<file path="src/corebus_pkg.sv">
// Widths and the address map are fixed here and bursts are limited to 1 to 4 beats
`default_nettype none

package corebus_pkg;

  localparam int ADDR_W = 8;
  localparam int DATA_W = 32;
  localparam int ID_W   = 4;
  localparam int LEN_W  = 2; // Beat count minus one

  typedef logic [ADDR_W-1:0] corebus_addr_t;
  typedef logic [DATA_W-1:0] corebus_data_t;
  typedef logic [ID_W-1:0]   corebus_id_t;
  typedef logic [LEN_W-1:0]  corebus_len_t;

  typedef enum logic [1:0] {
    CMD_READ,
    CMD_WRITE,   // Non-posted, one response
    CMD_MESSAGE  // Posted, one data beat and no response
  } corebus_cmd_e;

  typedef enum logic {
    RESP_PLAIN,
    RESP_WITH_DATA
  } corebus_resp_e;

  typedef struct packed {
    corebus_cmd_e  kind;
    corebus_id_t   id;
    corebus_addr_t addr;
    corebus_len_t  len;
  } corebus_cmd_s;

  typedef struct packed {
    corebus_data_t data;
    logic          last;
  } corebus_wdata_s;

  typedef struct packed {
    corebus_resp_e kind;
    corebus_id_t   id;
    logic          error;
    corebus_data_t data;
    logic          last;
  } corebus_resp_s;

  // Upper address nibble that selects the memory
  localparam logic [3:0] MEM_BASE_SEL = 4'h0;
  localparam int MEM_WORDS = 16;

  localparam corebus_data_t DUMMY_DATA = 32'hdead_beaf;

  typedef enum logic [1:0] {
    ST_IDLE,
    ST_DRAIN,
    ST_RESP
  } dummy_state_e;

endpackage

`default_nettype wire

</file>
<file path="src/beat_counter.sv">
// Counts remaining beats of one burst and needs i_load before each new burst
`default_nettype none

module beat_counter (
  input  var logic                      i_clk,
  input  var logic                      i_rst_n,
  input  var logic                      i_load,
  input  var corebus_pkg::corebus_len_t i_len,
  input  var logic                      i_step,
  output logic                          o_last
);
  import corebus_pkg::*;

  corebus_len_t remain; // Beats left after the current one

  always_ff @(posedge i_clk, negedge i_rst_n) begin
    if (!i_rst_n) begin
      remain <= '0;
    end else if (i_load) begin
      remain <= i_len;
    end else if (i_step && (remain != '0)) begin
      remain <= remain - corebus_len_t'(1);
    end
  end

  assign o_last = (remain == '0);

endmodule

`default_nettype wire

</file>
<file path="src/corebus_router.sv">
// Routes by upper address nibble and expects write data only after its command
`default_nettype none

module corebus_router (
  input  var logic                        i_clk,
  input  var logic                        i_rst_n,
  input  var logic                        i_cmd_valid,
  input  var corebus_pkg::corebus_cmd_s   i_cmd,
  output logic                            o_cmd_accept,
  input  var logic                        i_wdata_valid,
  input  var corebus_pkg::corebus_wdata_s i_wdata,
  output logic                            o_wdata_accept,
  output logic                            o_resp_valid,
  output corebus_pkg::corebus_resp_s      o_resp,
  input  var logic                        i_resp_accept,
  output logic                            o_m_cmd_valid,
  output corebus_pkg::corebus_cmd_s       o_m_cmd,
  input  var logic                        i_m_cmd_accept,
  output logic                            o_m_wdata_valid,
  output corebus_pkg::corebus_wdata_s     o_m_wdata,
  input  var logic                        i_m_wdata_accept,
  input  var logic                        i_m_resp_valid,
  input  var corebus_pkg::corebus_resp_s  i_m_resp,
  output logic                            o_m_resp_accept,
  output logic                            o_d_cmd_valid,
  output corebus_pkg::corebus_cmd_s       o_d_cmd,
  input  var logic                        i_d_cmd_accept,
  output logic                            o_d_wdata_valid,
  output corebus_pkg::corebus_wdata_s     o_d_wdata,
  input  var logic                        i_d_wdata_accept,
  input  var logic                        i_d_resp_valid,
  input  var corebus_pkg::corebus_resp_s  i_d_resp,
  output logic                            o_d_resp_accept
);
  import corebus_pkg::*;

  logic sel_mem;
  logic cmd_fire;
  logic wd_active; // Write data owed to a target
  logic wd_to_mem;
  logic lock_active;
  logic lock_mem;
  logic grant_mem;

  // Command path
  assign sel_mem       = (i_cmd.addr[ADDR_W-1 -: 4] == MEM_BASE_SEL);
  assign o_m_cmd_valid = i_cmd_valid && sel_mem;
  assign o_d_cmd_valid = i_cmd_valid && !sel_mem;
  assign o_m_cmd       = i_cmd;
  assign o_d_cmd       = i_cmd;
  assign o_cmd_accept  = sel_mem ? i_m_cmd_accept : i_d_cmd_accept;
  assign cmd_fire      = i_cmd_valid && o_cmd_accept;

  always_ff @(posedge i_clk, negedge i_rst_n) begin
    if (!i_rst_n) begin
      wd_active <= 1'b0;
      wd_to_mem <= 1'b0;
    end else if (cmd_fire && (i_cmd.kind != CMD_READ)) begin
      wd_active <= 1'b1;
      wd_to_mem <= sel_mem;
    end else if (i_wdata_valid && o_wdata_accept && i_wdata.last) begin
      wd_active <= 1'b0;
    end
  end

  assign o_m_wdata_valid = i_wdata_valid && wd_active && wd_to_mem;
  assign o_d_wdata_valid = i_wdata_valid && wd_active && !wd_to_mem;
  assign o_m_wdata       = i_wdata;
  assign o_d_wdata       = i_wdata;
  assign o_wdata_accept  = wd_active && (wd_to_mem ? i_m_wdata_accept : i_d_wdata_accept);

  // Memory wins a tie, then the lock keeps the burst together
  assign grant_mem = lock_active ? lock_mem : i_m_resp_valid;

  always_ff @(posedge i_clk, negedge i_rst_n) begin
    if (!i_rst_n) begin
      lock_active <= 1'b0;
      lock_mem    <= 1'b0;
    end else if (o_resp_valid && i_resp_accept && o_resp.last) begin
      lock_active <= 1'b0;
    end else if (o_resp_valid) begin
      lock_active <= 1'b1; // Held also under back-pressure
      lock_mem    <= grant_mem;
    end
  end

  assign o_resp_valid    = grant_mem ? i_m_resp_valid : i_d_resp_valid;
  assign o_resp          = grant_mem ? i_m_resp : i_d_resp;
  assign o_m_resp_accept = i_resp_accept && grant_mem;
  assign o_d_resp_accept = i_resp_accept && !grant_mem;

endmodule

`default_nettype wire

</file>
<file path="src/corebus_subsystem.sv">
// Bus segment top with the memory at upper nibble 0 and the error target elsewhere
`default_nettype none

module corebus_subsystem (
  input  var logic                        i_clk,
  input  var logic                        i_rst_n,
  input  var logic                        i_cmd_valid,
  input  var corebus_pkg::corebus_cmd_s   i_cmd,
  output logic                            o_cmd_accept,
  input  var logic                        i_wdata_valid,
  input  var corebus_pkg::corebus_wdata_s i_wdata,
  output logic                            o_wdata_accept,
  output logic                            o_resp_valid,
  output corebus_pkg::corebus_resp_s      o_resp,
  input  var logic                        i_resp_accept
);
  import corebus_pkg::*;

  logic           m_cmd_valid;
  corebus_cmd_s   m_cmd;
  logic           m_cmd_accept;
  logic           m_wdata_valid;
  corebus_wdata_s m_wdata;
  logic           m_wdata_accept;
  logic           m_resp_valid;
  corebus_resp_s  m_resp;
  logic           m_resp_accept;
  logic           d_cmd_valid;
  corebus_cmd_s   d_cmd;
  logic           d_cmd_accept;
  logic           d_wdata_valid;
  corebus_wdata_s d_wdata;
  logic           d_wdata_accept;
  logic           d_resp_valid;
  corebus_resp_s  d_resp;
  logic           d_resp_accept;

  corebus_router u_router (
    .i_clk            (i_clk),
    .i_rst_n          (i_rst_n),
    .i_cmd_valid      (i_cmd_valid),
    .i_cmd            (i_cmd),
    .o_cmd_accept     (o_cmd_accept),
    .i_wdata_valid    (i_wdata_valid),
    .i_wdata          (i_wdata),
    .o_wdata_accept   (o_wdata_accept),
    .o_resp_valid     (o_resp_valid),
    .o_resp           (o_resp),
    .i_resp_accept    (i_resp_accept),
    .o_m_cmd_valid    (m_cmd_valid),
    .o_m_cmd          (m_cmd),
    .i_m_cmd_accept   (m_cmd_accept),
    .o_m_wdata_valid  (m_wdata_valid),
    .o_m_wdata        (m_wdata),
    .i_m_wdata_accept (m_wdata_accept),
    .i_m_resp_valid   (m_resp_valid),
    .i_m_resp         (m_resp),
    .o_m_resp_accept  (m_resp_accept),
    .o_d_cmd_valid    (d_cmd_valid),
    .o_d_cmd          (d_cmd),
    .i_d_cmd_accept   (d_cmd_accept),
    .o_d_wdata_valid  (d_wdata_valid),
    .o_d_wdata        (d_wdata),
    .i_d_wdata_accept (d_wdata_accept),
    .i_d_resp_valid   (d_resp_valid),
    .i_d_resp         (d_resp),
    .o_d_resp_accept  (d_resp_accept)
  );

  sram_target u_sram (
    .i_clk          (i_clk),
    .i_rst_n        (i_rst_n),
    .i_cmd_valid    (m_cmd_valid),
    .i_cmd          (m_cmd),
    .o_cmd_accept   (m_cmd_accept),
    .i_wdata_valid  (m_wdata_valid),
    .i_wdata        (m_wdata),
    .o_wdata_accept (m_wdata_accept),
    .o_resp_valid   (m_resp_valid),
    .o_resp         (m_resp),
    .i_resp_accept  (m_resp_accept)
  );

  dummy_target u_dummy (
    .i_clk          (i_clk),
    .i_rst_n        (i_rst_n),
    .i_cmd_valid    (d_cmd_valid),
    .i_cmd          (d_cmd),
    .o_cmd_accept   (d_cmd_accept),
    .i_wdata_valid  (d_wdata_valid),
    .i_wdata        (d_wdata),
    .o_wdata_accept (d_wdata_accept),
    .o_resp_valid   (d_resp_valid),
    .o_resp         (d_resp),
    .i_resp_accept  (d_resp_accept)
  );

endmodule

`default_nettype wire

</file>
<file path="src/dummy_responder_fsm.sv">
// Handshake control of the default target and serves one command at a time
`default_nettype none

module dummy_responder_fsm (
  input  var logic                      i_clk,
  input  var logic                      i_rst_n,
  input  var logic                      i_cmd_fire,
  input  var corebus_pkg::corebus_cmd_e i_cmd_kind,
  input  var logic                      i_wdata_fire,
  input  var logic                      i_wdata_last,
  input  var logic                      i_resp_fire,
  input  var logic                      i_resp_last,
  output logic                          o_cmd_accept,
  output logic                          o_wdata_accept,
  output logic                          o_resp_valid
);
  import corebus_pkg::*;

  dummy_state_e state;
  dummy_state_e state_next;
  logic         is_msg; // Drained command was posted

  always_comb begin
    state_next = state;
    case (state)
      ST_IDLE: begin
        if (i_cmd_fire) begin
          state_next = (i_cmd_kind == CMD_READ) ? ST_RESP : ST_DRAIN;
        end
      end
      ST_DRAIN: begin
        if (i_wdata_fire && i_wdata_last) begin
          state_next = is_msg ? ST_IDLE : ST_RESP;
        end
      end
      ST_RESP: begin
        if (i_resp_fire && i_resp_last) begin
          state_next = ST_IDLE;
        end
      end
      default: state_next = ST_IDLE;
    endcase
  end

  always_ff @(posedge i_clk, negedge i_rst_n) begin
    if (!i_rst_n) begin
      state  <= ST_IDLE;
      is_msg <= 1'b0;
    end else begin
      state <= state_next;
      if (i_cmd_fire) begin
        is_msg <= (i_cmd_kind == CMD_MESSAGE);
      end
    end
  end

  assign o_cmd_accept   = (state == ST_IDLE);
  assign o_wdata_accept = (state == ST_DRAIN);
  assign o_resp_valid   = (state == ST_RESP);

endmodule

`default_nettype wire

</file>
<file path="src/dummy_target.sv">
// Answers every unmapped access with an error response and discards write data
`default_nettype none

module dummy_target (
  input  var logic                        i_clk,
  input  var logic                        i_rst_n,
  input  var logic                        i_cmd_valid,
  input  var corebus_pkg::corebus_cmd_s   i_cmd,
  output logic                            o_cmd_accept,
  input  var logic                        i_wdata_valid,
  input  var corebus_pkg::corebus_wdata_s i_wdata,
  output logic                            o_wdata_accept,
  output logic                            o_resp_valid,
  output corebus_pkg::corebus_resp_s      o_resp,
  input  var logic                        i_resp_accept
);
  import corebus_pkg::*;

  logic          cmd_fire;
  logic          wdata_fire;
  logic          resp_fire;
  logic          resp_last;
  corebus_id_t   id_q;
  corebus_resp_e kind_q;

  assign cmd_fire   = i_cmd_valid && o_cmd_accept;
  assign wdata_fire = i_wdata_valid && o_wdata_accept;
  assign resp_fire  = o_resp_valid && i_resp_accept;

  always_ff @(posedge i_clk) begin
    if (cmd_fire) begin
      id_q   <= i_cmd.id;
      kind_q <= (i_cmd.kind == CMD_READ) ? RESP_WITH_DATA : RESP_PLAIN;
    end
  end

  dummy_responder_fsm u_fsm (
    .i_clk          (i_clk),
    .i_rst_n        (i_rst_n),
    .i_cmd_fire     (cmd_fire),
    .i_cmd_kind     (i_cmd.kind),
    .i_wdata_fire   (wdata_fire),
    .i_wdata_last   (i_wdata.last),
    .i_resp_fire    (resp_fire),
    .i_resp_last    (resp_last),
    .o_cmd_accept   (o_cmd_accept),
    .o_wdata_accept (o_wdata_accept),
    .o_resp_valid   (o_resp_valid)
  );

  // A write answers with a single beat
  beat_counter u_count (
    .i_clk   (i_clk),
    .i_rst_n (i_rst_n),
    .i_load  (cmd_fire),
    .i_len   ((i_cmd.kind == CMD_READ) ? i_cmd.len : corebus_len_t'(0)),
    .i_step  (resp_fire),
    .o_last  (resp_last)
  );

  always_comb begin
    o_resp.kind  = kind_q;
    o_resp.id    = id_q;
    o_resp.error = 1'b1;
    o_resp.data  = (kind_q == RESP_WITH_DATA) ? DUMMY_DATA : '0;
    o_resp.last  = resp_last;
  end

endmodule

`default_nettype wire

</file>
<file path="src/sram_target.sv">
// Sixteen-word memory with no reset on its contents and addresses wrap modulo 16
`default_nettype none

module sram_target (
  input  var logic                        i_clk,
  input  var logic                        i_rst_n,
  input  var logic                        i_cmd_valid,
  input  var corebus_pkg::corebus_cmd_s   i_cmd,
  output logic                            o_cmd_accept,
  input  var logic                        i_wdata_valid,
  input  var corebus_pkg::corebus_wdata_s i_wdata,
  output logic                            o_wdata_accept,
  output logic                            o_resp_valid,
  output corebus_pkg::corebus_resp_s      o_resp,
  input  var logic                        i_resp_accept
);
  import corebus_pkg::*;

  typedef enum logic {
    SR_IDLE,
    SR_BUSY
  } sram_state_e;

  corebus_data_t                  mem [MEM_WORDS];
  sram_state_e                    state;
  corebus_cmd_e                   kind_q;
  corebus_id_t                    id_q;
  logic [$clog2(MEM_WORDS)-1:0]   idx; // Running word index
  logic                           resp_valid_q;
  logic                           cmd_fire;
  logic                           wdata_fire;
  logic                           resp_fire;
  logic                           resp_last;

  assign cmd_fire   = i_cmd_valid && o_cmd_accept;
  assign wdata_fire = i_wdata_valid && o_wdata_accept;
  assign resp_fire  = o_resp_valid && i_resp_accept;

  assign o_cmd_accept   = (state == SR_IDLE);
  assign o_wdata_accept = (state == SR_BUSY) && (kind_q != CMD_READ) && !resp_valid_q;
  assign o_resp_valid   = resp_valid_q;

  always_ff @(posedge i_clk, negedge i_rst_n) begin
    if (!i_rst_n) begin
      state        <= SR_IDLE;
      kind_q       <= CMD_READ;
      resp_valid_q <= 1'b0;
    end else if (cmd_fire) begin
      state        <= SR_BUSY;
      kind_q       <= i_cmd.kind;
      resp_valid_q <= (i_cmd.kind == CMD_READ); // Read data is ready next cycle
    end else if (wdata_fire && i_wdata.last) begin
      resp_valid_q <= (kind_q == CMD_WRITE);
      if (kind_q == CMD_MESSAGE) begin
        state <= SR_IDLE;
      end
    end else if (resp_fire && resp_last) begin
      state        <= SR_IDLE;
      resp_valid_q <= 1'b0;
    end
  end

  always_ff @(posedge i_clk) begin
    if (cmd_fire) begin
      id_q <= i_cmd.id;
      idx  <= i_cmd.addr[$clog2(MEM_WORDS)-1:0];
    end else if (wdata_fire || resp_fire) begin
      idx <= idx + 1'b1;
    end
    if (wdata_fire) begin
      mem[idx] <= i_wdata.data;
    end
  end

  beat_counter u_count (
    .i_clk   (i_clk),
    .i_rst_n (i_rst_n),
    .i_load  (cmd_fire),
    .i_len   ((i_cmd.kind == CMD_READ) ? i_cmd.len : corebus_len_t'(0)),
    .i_step  (resp_fire),
    .o_last  (resp_last)
  );

  always_comb begin
    o_resp.kind  = (kind_q == CMD_READ) ? RESP_WITH_DATA : RESP_PLAIN;
    o_resp.id    = id_q;
    o_resp.error = 1'b0;
    o_resp.data  = (kind_q == CMD_READ) ? mem[idx] : '0;
    o_resp.last  = resp_last;
  end

endmodule

`default_nettype wire

</file>
<file path="config.mk">
export PLATFORM = sky130hd
export DESIGN_NAME = corebus_subsystem
export DESIGN_NICKNAME = d
export VERILOG_FILES = /design/src/corebus_pkg.sv /design/src/beat_counter.sv /design/src/corebus_router.sv /design/src/corebus_subsystem.sv /design/src/dummy_responder_fsm.sv /design/src/dummy_target.sv /design/src/sram_target.sv
export SDC_FILE = /design/constraint.sdc
export NUM_CORES = 1
export LEC_CHECK = 0
export BUFFER_PORTS_ARGS = -buffer_cell sky130_fd_sc_hd__buf_2
export CAP_MARGIN = 10
export CORE_UTILIZATION = 55
export CTS_CLUSTER_DIAMETER = 60
export DETAILED_ROUTE_END_ITERATION = 10
export HOLD_SLACK_MARGIN = 0.1
export PLACE_DENSITY = 0.82
export SYNTH_ARGS = -nofsm -noshare
export SYNTH_HDL_FRONTEND = slang
export SYNTH_SLANG_ARGS = --single-unit
</file>
<file path="constraint.sdc">
create_clock -name i_clk -period 11 [get_ports i_clk]
set_input_delay 2.2 -clock i_clk [delete_from_list [all_inputs] [get_ports i_clk]]
set_output_delay 2.2 -clock i_clk [all_outputs]
set_load 0.02 [all_outputs]
</file>
# [Word-level counts from Yosys, hierarchy flattened]
# Memory sizes are Yosys's and may differ from the RTL's. A register that Yosys moved wholly into a read port is not among the register bits.
# Index checks and enable logic that the tools add are counted.
[totals] regBits=28 mem_bits_rw=512 inputBits=54 out_inout_bits=42 elab_cells=117 n_memories=1
[mem_list] memory="u_sram.mem" depth=16 word_bits=32 read_ports=1 rd_clocked_by_memory_dff=1 write_ports=1 line="sram_target.sv:24" source="corebus_data_t mem [MEM_WORDS];"
[op_classes] addsub=3 n_eq_ne=9 mux=35 bitwise=2 n_reduce_logical=52
[op_table] op="2-to-1 mux 32 bit" n=2
[op_table] op="2-to-1 mux 39 bit" n=1
[op_table] op="logical AND 1 bit" n=28
[op_table] op="2-to-1 mux 2 bit" n=10
[op_table] op="2-to-1 mux 1 bit" n=18
[op_table] op="nonzero test 2 bit" n=9
[op_table] op="2-to-1 mux 4 bit" n=3
[op_table] op="zero test 2 bit" n=5
[op_table] op="== test 2 bit (second input constant)" n=3
[op_table] op="!= test 2 bit (second input constant)" n=3
[op_table] op="one-hot mux 2 bit (3 select lines)" n=1
[op_table] op="adder 4 x 1 -> 4 bit (second input constant)" n=1
[op_table] op="== test 2 x 1 -> 1 bit (second input constant)" n=2
[op_table] op="zero test 1 bit" n=4
[op_table] op="zero test 4 bit" n=1
[op_table] op="AND reduction 2 bit" n=2
[op_table] op="subtractor 2 x 1 -> 2 bit (second input constant)" n=2
[op_table] op="!= test 3 x 2 -> 1 bit (second input constant)" n=1
[op_table] op="AND reduction 3 bit" n=1
[op_table] op="nonzero test 3 bit" n=1
[op_table] op="NOT 1 bit" n=2
[op_table] op="logical OR 1 bit" n=1

# [Longest topological paths before layout]
[logic_depth] ltp_word=9 depth_mapped=7 depth_no_buf=5

# [By module]
# Synthesis repeated with hierarchy kept, for this count alone.
[unflattened] cells_unflattened=1402 area_unflattened_um2=23296.1
[modules_own_cells] mod="sram_target" instances=1 cells_each=1135 area_each_um2=20866.3 seq_area_each_um2=15795.1
[modules_own_cells] mod="corebus_router" instances=1 cells_each=175 area_each_um2=1552.7 seq_area_each_um2=100.1
[modules_own_cells] mod="dummy_target" instances=1 cells_each=48 area_each_um2=457.9 seq_area_each_um2=150.1
[modules_own_cells] mod="beat_counter" instances=2 cells_each=13 area_each_um2=132.6 seq_area_each_um2=50.0
[modules_own_cells] mod="dummy_responder_fsm" instances=1 cells_each=18 area_each_um2=153.9 seq_area_each_um2=75.1

# [Worst setup path before layout]
# OpenSTA, ideal clock, no wires.
[synth_timing] path_type="input-to-reg" startpoint="input i_wdata_valid" endpoint="memory u_sram.mem[0][0] (netlist name) (enable)" setup_ps=461 arrival_ps=4710 setup_slack_ps=5829 path_stages=3 path_cell_list="and3_4 > nand2_1 > nor3_1"
[synth_via] elab_chain_len=5
[synth_lines] element="start, declared" line="corebus_subsystem.sv:10" source="input var logic i_wdata_valid,"
[synth_lines] element="logical AND 1 bit (2 in series)" line="corebus_router.sv:66" source="assign o_m_wdata_valid = i_wdata_valid && wd_active && wd_to_mem;"
[synth_lines] element="logical AND 1 bit" line="sram_target.sv:36" source="assign wdata_fire = i_wdata_valid && o_wdata_accept;"
[synth_lines] element="2-to-1 mux 1 bit" line="sram_target.sv:70" source="if (wdata_fire) begin"
[synth_lines] element="2-to-1 mux 1 bit (not written as such)" line="sram_target.sv:71" source="mem[idx] <= i_wdata.data;"
[synth_lines] element="end, declared" line="sram_target.sv:24"
# Every way passes these cells.

==> flow_metrics.py <==
metrics = {
    "clock_tree": {
        "cts.clk_slew.worst_paths_ps": 60,
        "numCtsBuffers": 52,
        "root_buffer": "clkbuf_16",
        "cts_tree": "built",
        "max-clock-path-buffers": 3,
        "htreeDepth": 2,
        "cts_sinks": 544,
        "cts_hold_buf": 0,
        "postCtsSetupBuffers": 0,
        "cts_resized": 0,
        "clock_latency_ps": 590,
    },
    "final_layout": {
        "area_delta_synth_final_pct": 13.2,
        "stdcell_count": 1729,
        "multi_input_area_mm2": 0.00482,
        "fin_nets": 1235,
        "fillers": 2526,
        "register_area_mm2": 0.0162,
        "drive_above_1_share_pct": 26.5,
        "layout_commonest_cell": "edfxtp_1",
        "final_cell_mix": "525 x edfxtp_1, 109 x mux2i_1, 95 x buf_2",
    },
    "setup_path": {
        "startpoint_type": "flip-flop",
        "end_kind": "primary output",
        "worstSetupPathType": "flip-flop to primary output",
        "worstPathRequired_ps": 8800,
        "arrival_ps": 3620,
        "reg2reg_from": "u_sram.kind_q[1]",
        "ff2ff_setup_slack_ps": 8200,
        "crit_fanout": 53,
    },
    "routing": {
        "drt_pass1_iterations": 5,
        "drt-wirelength-per-cell_um": 26.7,
        "via_count": 10874,
        "drtIter0Drc": 1138,
        "postRouteAntennaNets": 0,
        "via_per_inst": 6.29,
        "totalWireLength_mm": 46.1,
        "drc": 0,
    },
    "timing": {
        "post-route-min-period_ps": 5820,
        "rsz0062_at_grt": "no",
        "clock_skew_ps": 15.9,
        "period_share_pct": 52.9,
        "worst_pin_slew_ps": 1170,
        "tns_ps": 0,
        "final-setup-viol-count": 0,
        "final-max-slew-violation-count": 0,
        "relSlewSlack_pct": 22.0,
        "fmax_ghz": 0.172,
        "hold_viol": 0,
    },
    "yosys": {
        "synth_nets": 1115,
        "synth_cells": 1055,
        "netlist_area_mm2": 0.0212,
        "synthTopCellsByArea": "edfxtp_1 74%, mux4_2 8.9%, mux2i_1 5.1%, a22oi_1 2.3%, dfrtp_1 1.8%",
        "yosysSeqAreaShare_pct": 76.4,
        "yosysTopAreaCell": "edfxtp_1",
        "yosys.area.top_type_share_pct": 74.3,
        "syn_avg_cell_area_um2": 20.1,
        "ys_types": 56,
        "ys_ff_latch": 544,
        "yosysWarningCount": 0,
    },
    "global_routing": {
        "overflow": 0,
        "antenna_found_initial": 4,
        "grtUsageTotal_pct": 24.0,
        "grt_pass1_vias": 11222,
        "grt_pass1_wl_mm": 67.8,
        "grt_max_degree": 66,
    },
    "job": {
        "cap_viol_max_count": 0,
    },
    "power_and_ir_drop": {
        "p_leak_uw": 0.00802,
        "ir_drop_uv": 143,
        "powerDensity_mw_per_mm2": 181,
    },
    "run_status": {
        "status": "complete, no violations",
    },
    "floorplan": {
        "row_count": 71,
        "dieWidth_um": 198,
        "die_h_um": 198,
        "initial_core_util_pct": 56.1,
        "core_mm2": 0.0378,
        "ios": 96,
        "dieArea_mm2": 0.0394,
    },
    "placement": {
        "post-dp-hpwl_mm": 23.9,
        "dp_cells": 1632,
        "numPortBuffers": 95,
        "gp_congestion": 0.843,
    },
    "min_path": {
        "hp-class": "flip-flop to flip-flop",
        "hold_path.startpoint": "u_sram.kind_q[1]",
    },
}
==> cell usage after synthesis, drive strengths merged <==
cell type and instances:
nand2 19, o22ai 9, a211o 1, dfxtp 4, and3b 1, a21oi 2
nor2b 6, o2bb2ai 2, o31ai 1, ha 6, nand3b 2, o21ai 10
dfrtp 15, a32o 2, a21boi 1, a31oi 1, clkbuf 13, mux2i 110
nor4b 1, o211ai 3, and2 2, o41ai 1, edfxtp 525, a211oi 1
a32oi 1, a21o 1, and3 1, and4b 1, o22a 1, nand3 53
nand4b 3, nand2b 4, nor3 8, or3 1, mux4 84, xnor2 4
buf 43, inv 11, nor2 17, a22o 1, mux2 13, nand4 2
nor4 2, a22oi 64, or2 2
==> metal layers <==
| metal | wire length, µm | track usage (%) | part of all wire (%) |
|---|---|---|---|
| met3 | 3470 | 5.15 | 7.5 |
| met4 | 1560 | 9.63 | 3.4 |
| met2 | 23700 | 40.5 | 51 |
| met5 | 28 | 0 | 0.061 |
| met1 | 17400 | 30.5 | 38 |
==> state kept, by name, summed over array words and instances (netlist names), named ones only <==
register,flops
u_dummy.u_count.remain,2
u_dummy.u_fsm.is_msg,1
u_sram.o_resp_valid,1
u_router.lock_active,1
u_sram.u_count.remain,2
u_router.wd_active,1
u_sram.id_q,4
u_dummy.id_q,4
u_sram.mem,512
u_sram.state,1
u_sram.idx,4
u_sram.kind_q,2
u_router.lock_mem,1
u_router.wd_to_mem,1
u_dummy.u_fsm.state,2
u_dummy.kind_q,1
==> kinds of logic (layout without fill, tap and decap cells) <==
family,count (synthesis),after routing,share of synthesized area [%]
DFF,544,544,76.4
muxes,207,207,14.8
and+or+nand+nor,125,125,3.17
AOI/OAI and AO/OA,102,102,3.53
buffers and inverters,67,228,1.52
adders and majority gates,6,6,0.354
xor gates and xnor gates,4,4,0.165
other,0,2,0
==> stage by stage <==
step	hold WS [ps]	cell area (µm²)	util, %	total power [µW]	setup WS [ps]
3_3_place_gp	484	22400	59.2	2680	5700
6_report	508	24000	63.5	4350	5180
3_5_place_dp	488	22400	59.2	2690	5690
4_1_cts	504	24000	63.5	4370	5110
5_1_grt	532	24000	63.5	4470	4910
2_1_floorplan	460	21200	-	2550	5830
==> worst max-delay path: stages, from the launching register on <==
cell	delay (ps)
dfxtp_4	830
buf_4	890
mux4_2	620
a22oi_1	220
nand3_1	160
buf_2	210
==> final timing paths <==
| check | to | cells after the start |
|---|---|---|
| setup / recovery | o_resp[29] | 5 |
| hold / removal | u_sram.kind_q[1] | 2 |
| setup reg to reg | u_sram.mem[15][30] | 5 |
| hold reg to reg | u_sram.kind_q[1] | 2 |
| max in group asynchronous | u_router.wd_to_mem | 1 |
| min in group asynchronous | u_dummy.u_count.remain[0] | 1 |
==> layout make-up <==
class | count | share of cell area (%)
multi-input cells | 444 | 20.1
well taps | 511 | 2.66
clock buffers | 70 | 5.87
diodes | 2 | 0.0208
clock inverters | 25 | 0.854
inverters | 11 | 0.172
flip-flops and latches | 544 | 67.6
repair buffers | 122 | 2.82
==> where the power goes <==
part           leakage (µW)  internal [µW]  switching [µW]
clock              0.000794            970             734
sequential          0.00494           2290            19.1
combinational       0.00229            114             228
Note: power is estimated with default switching activity, not from simulation.
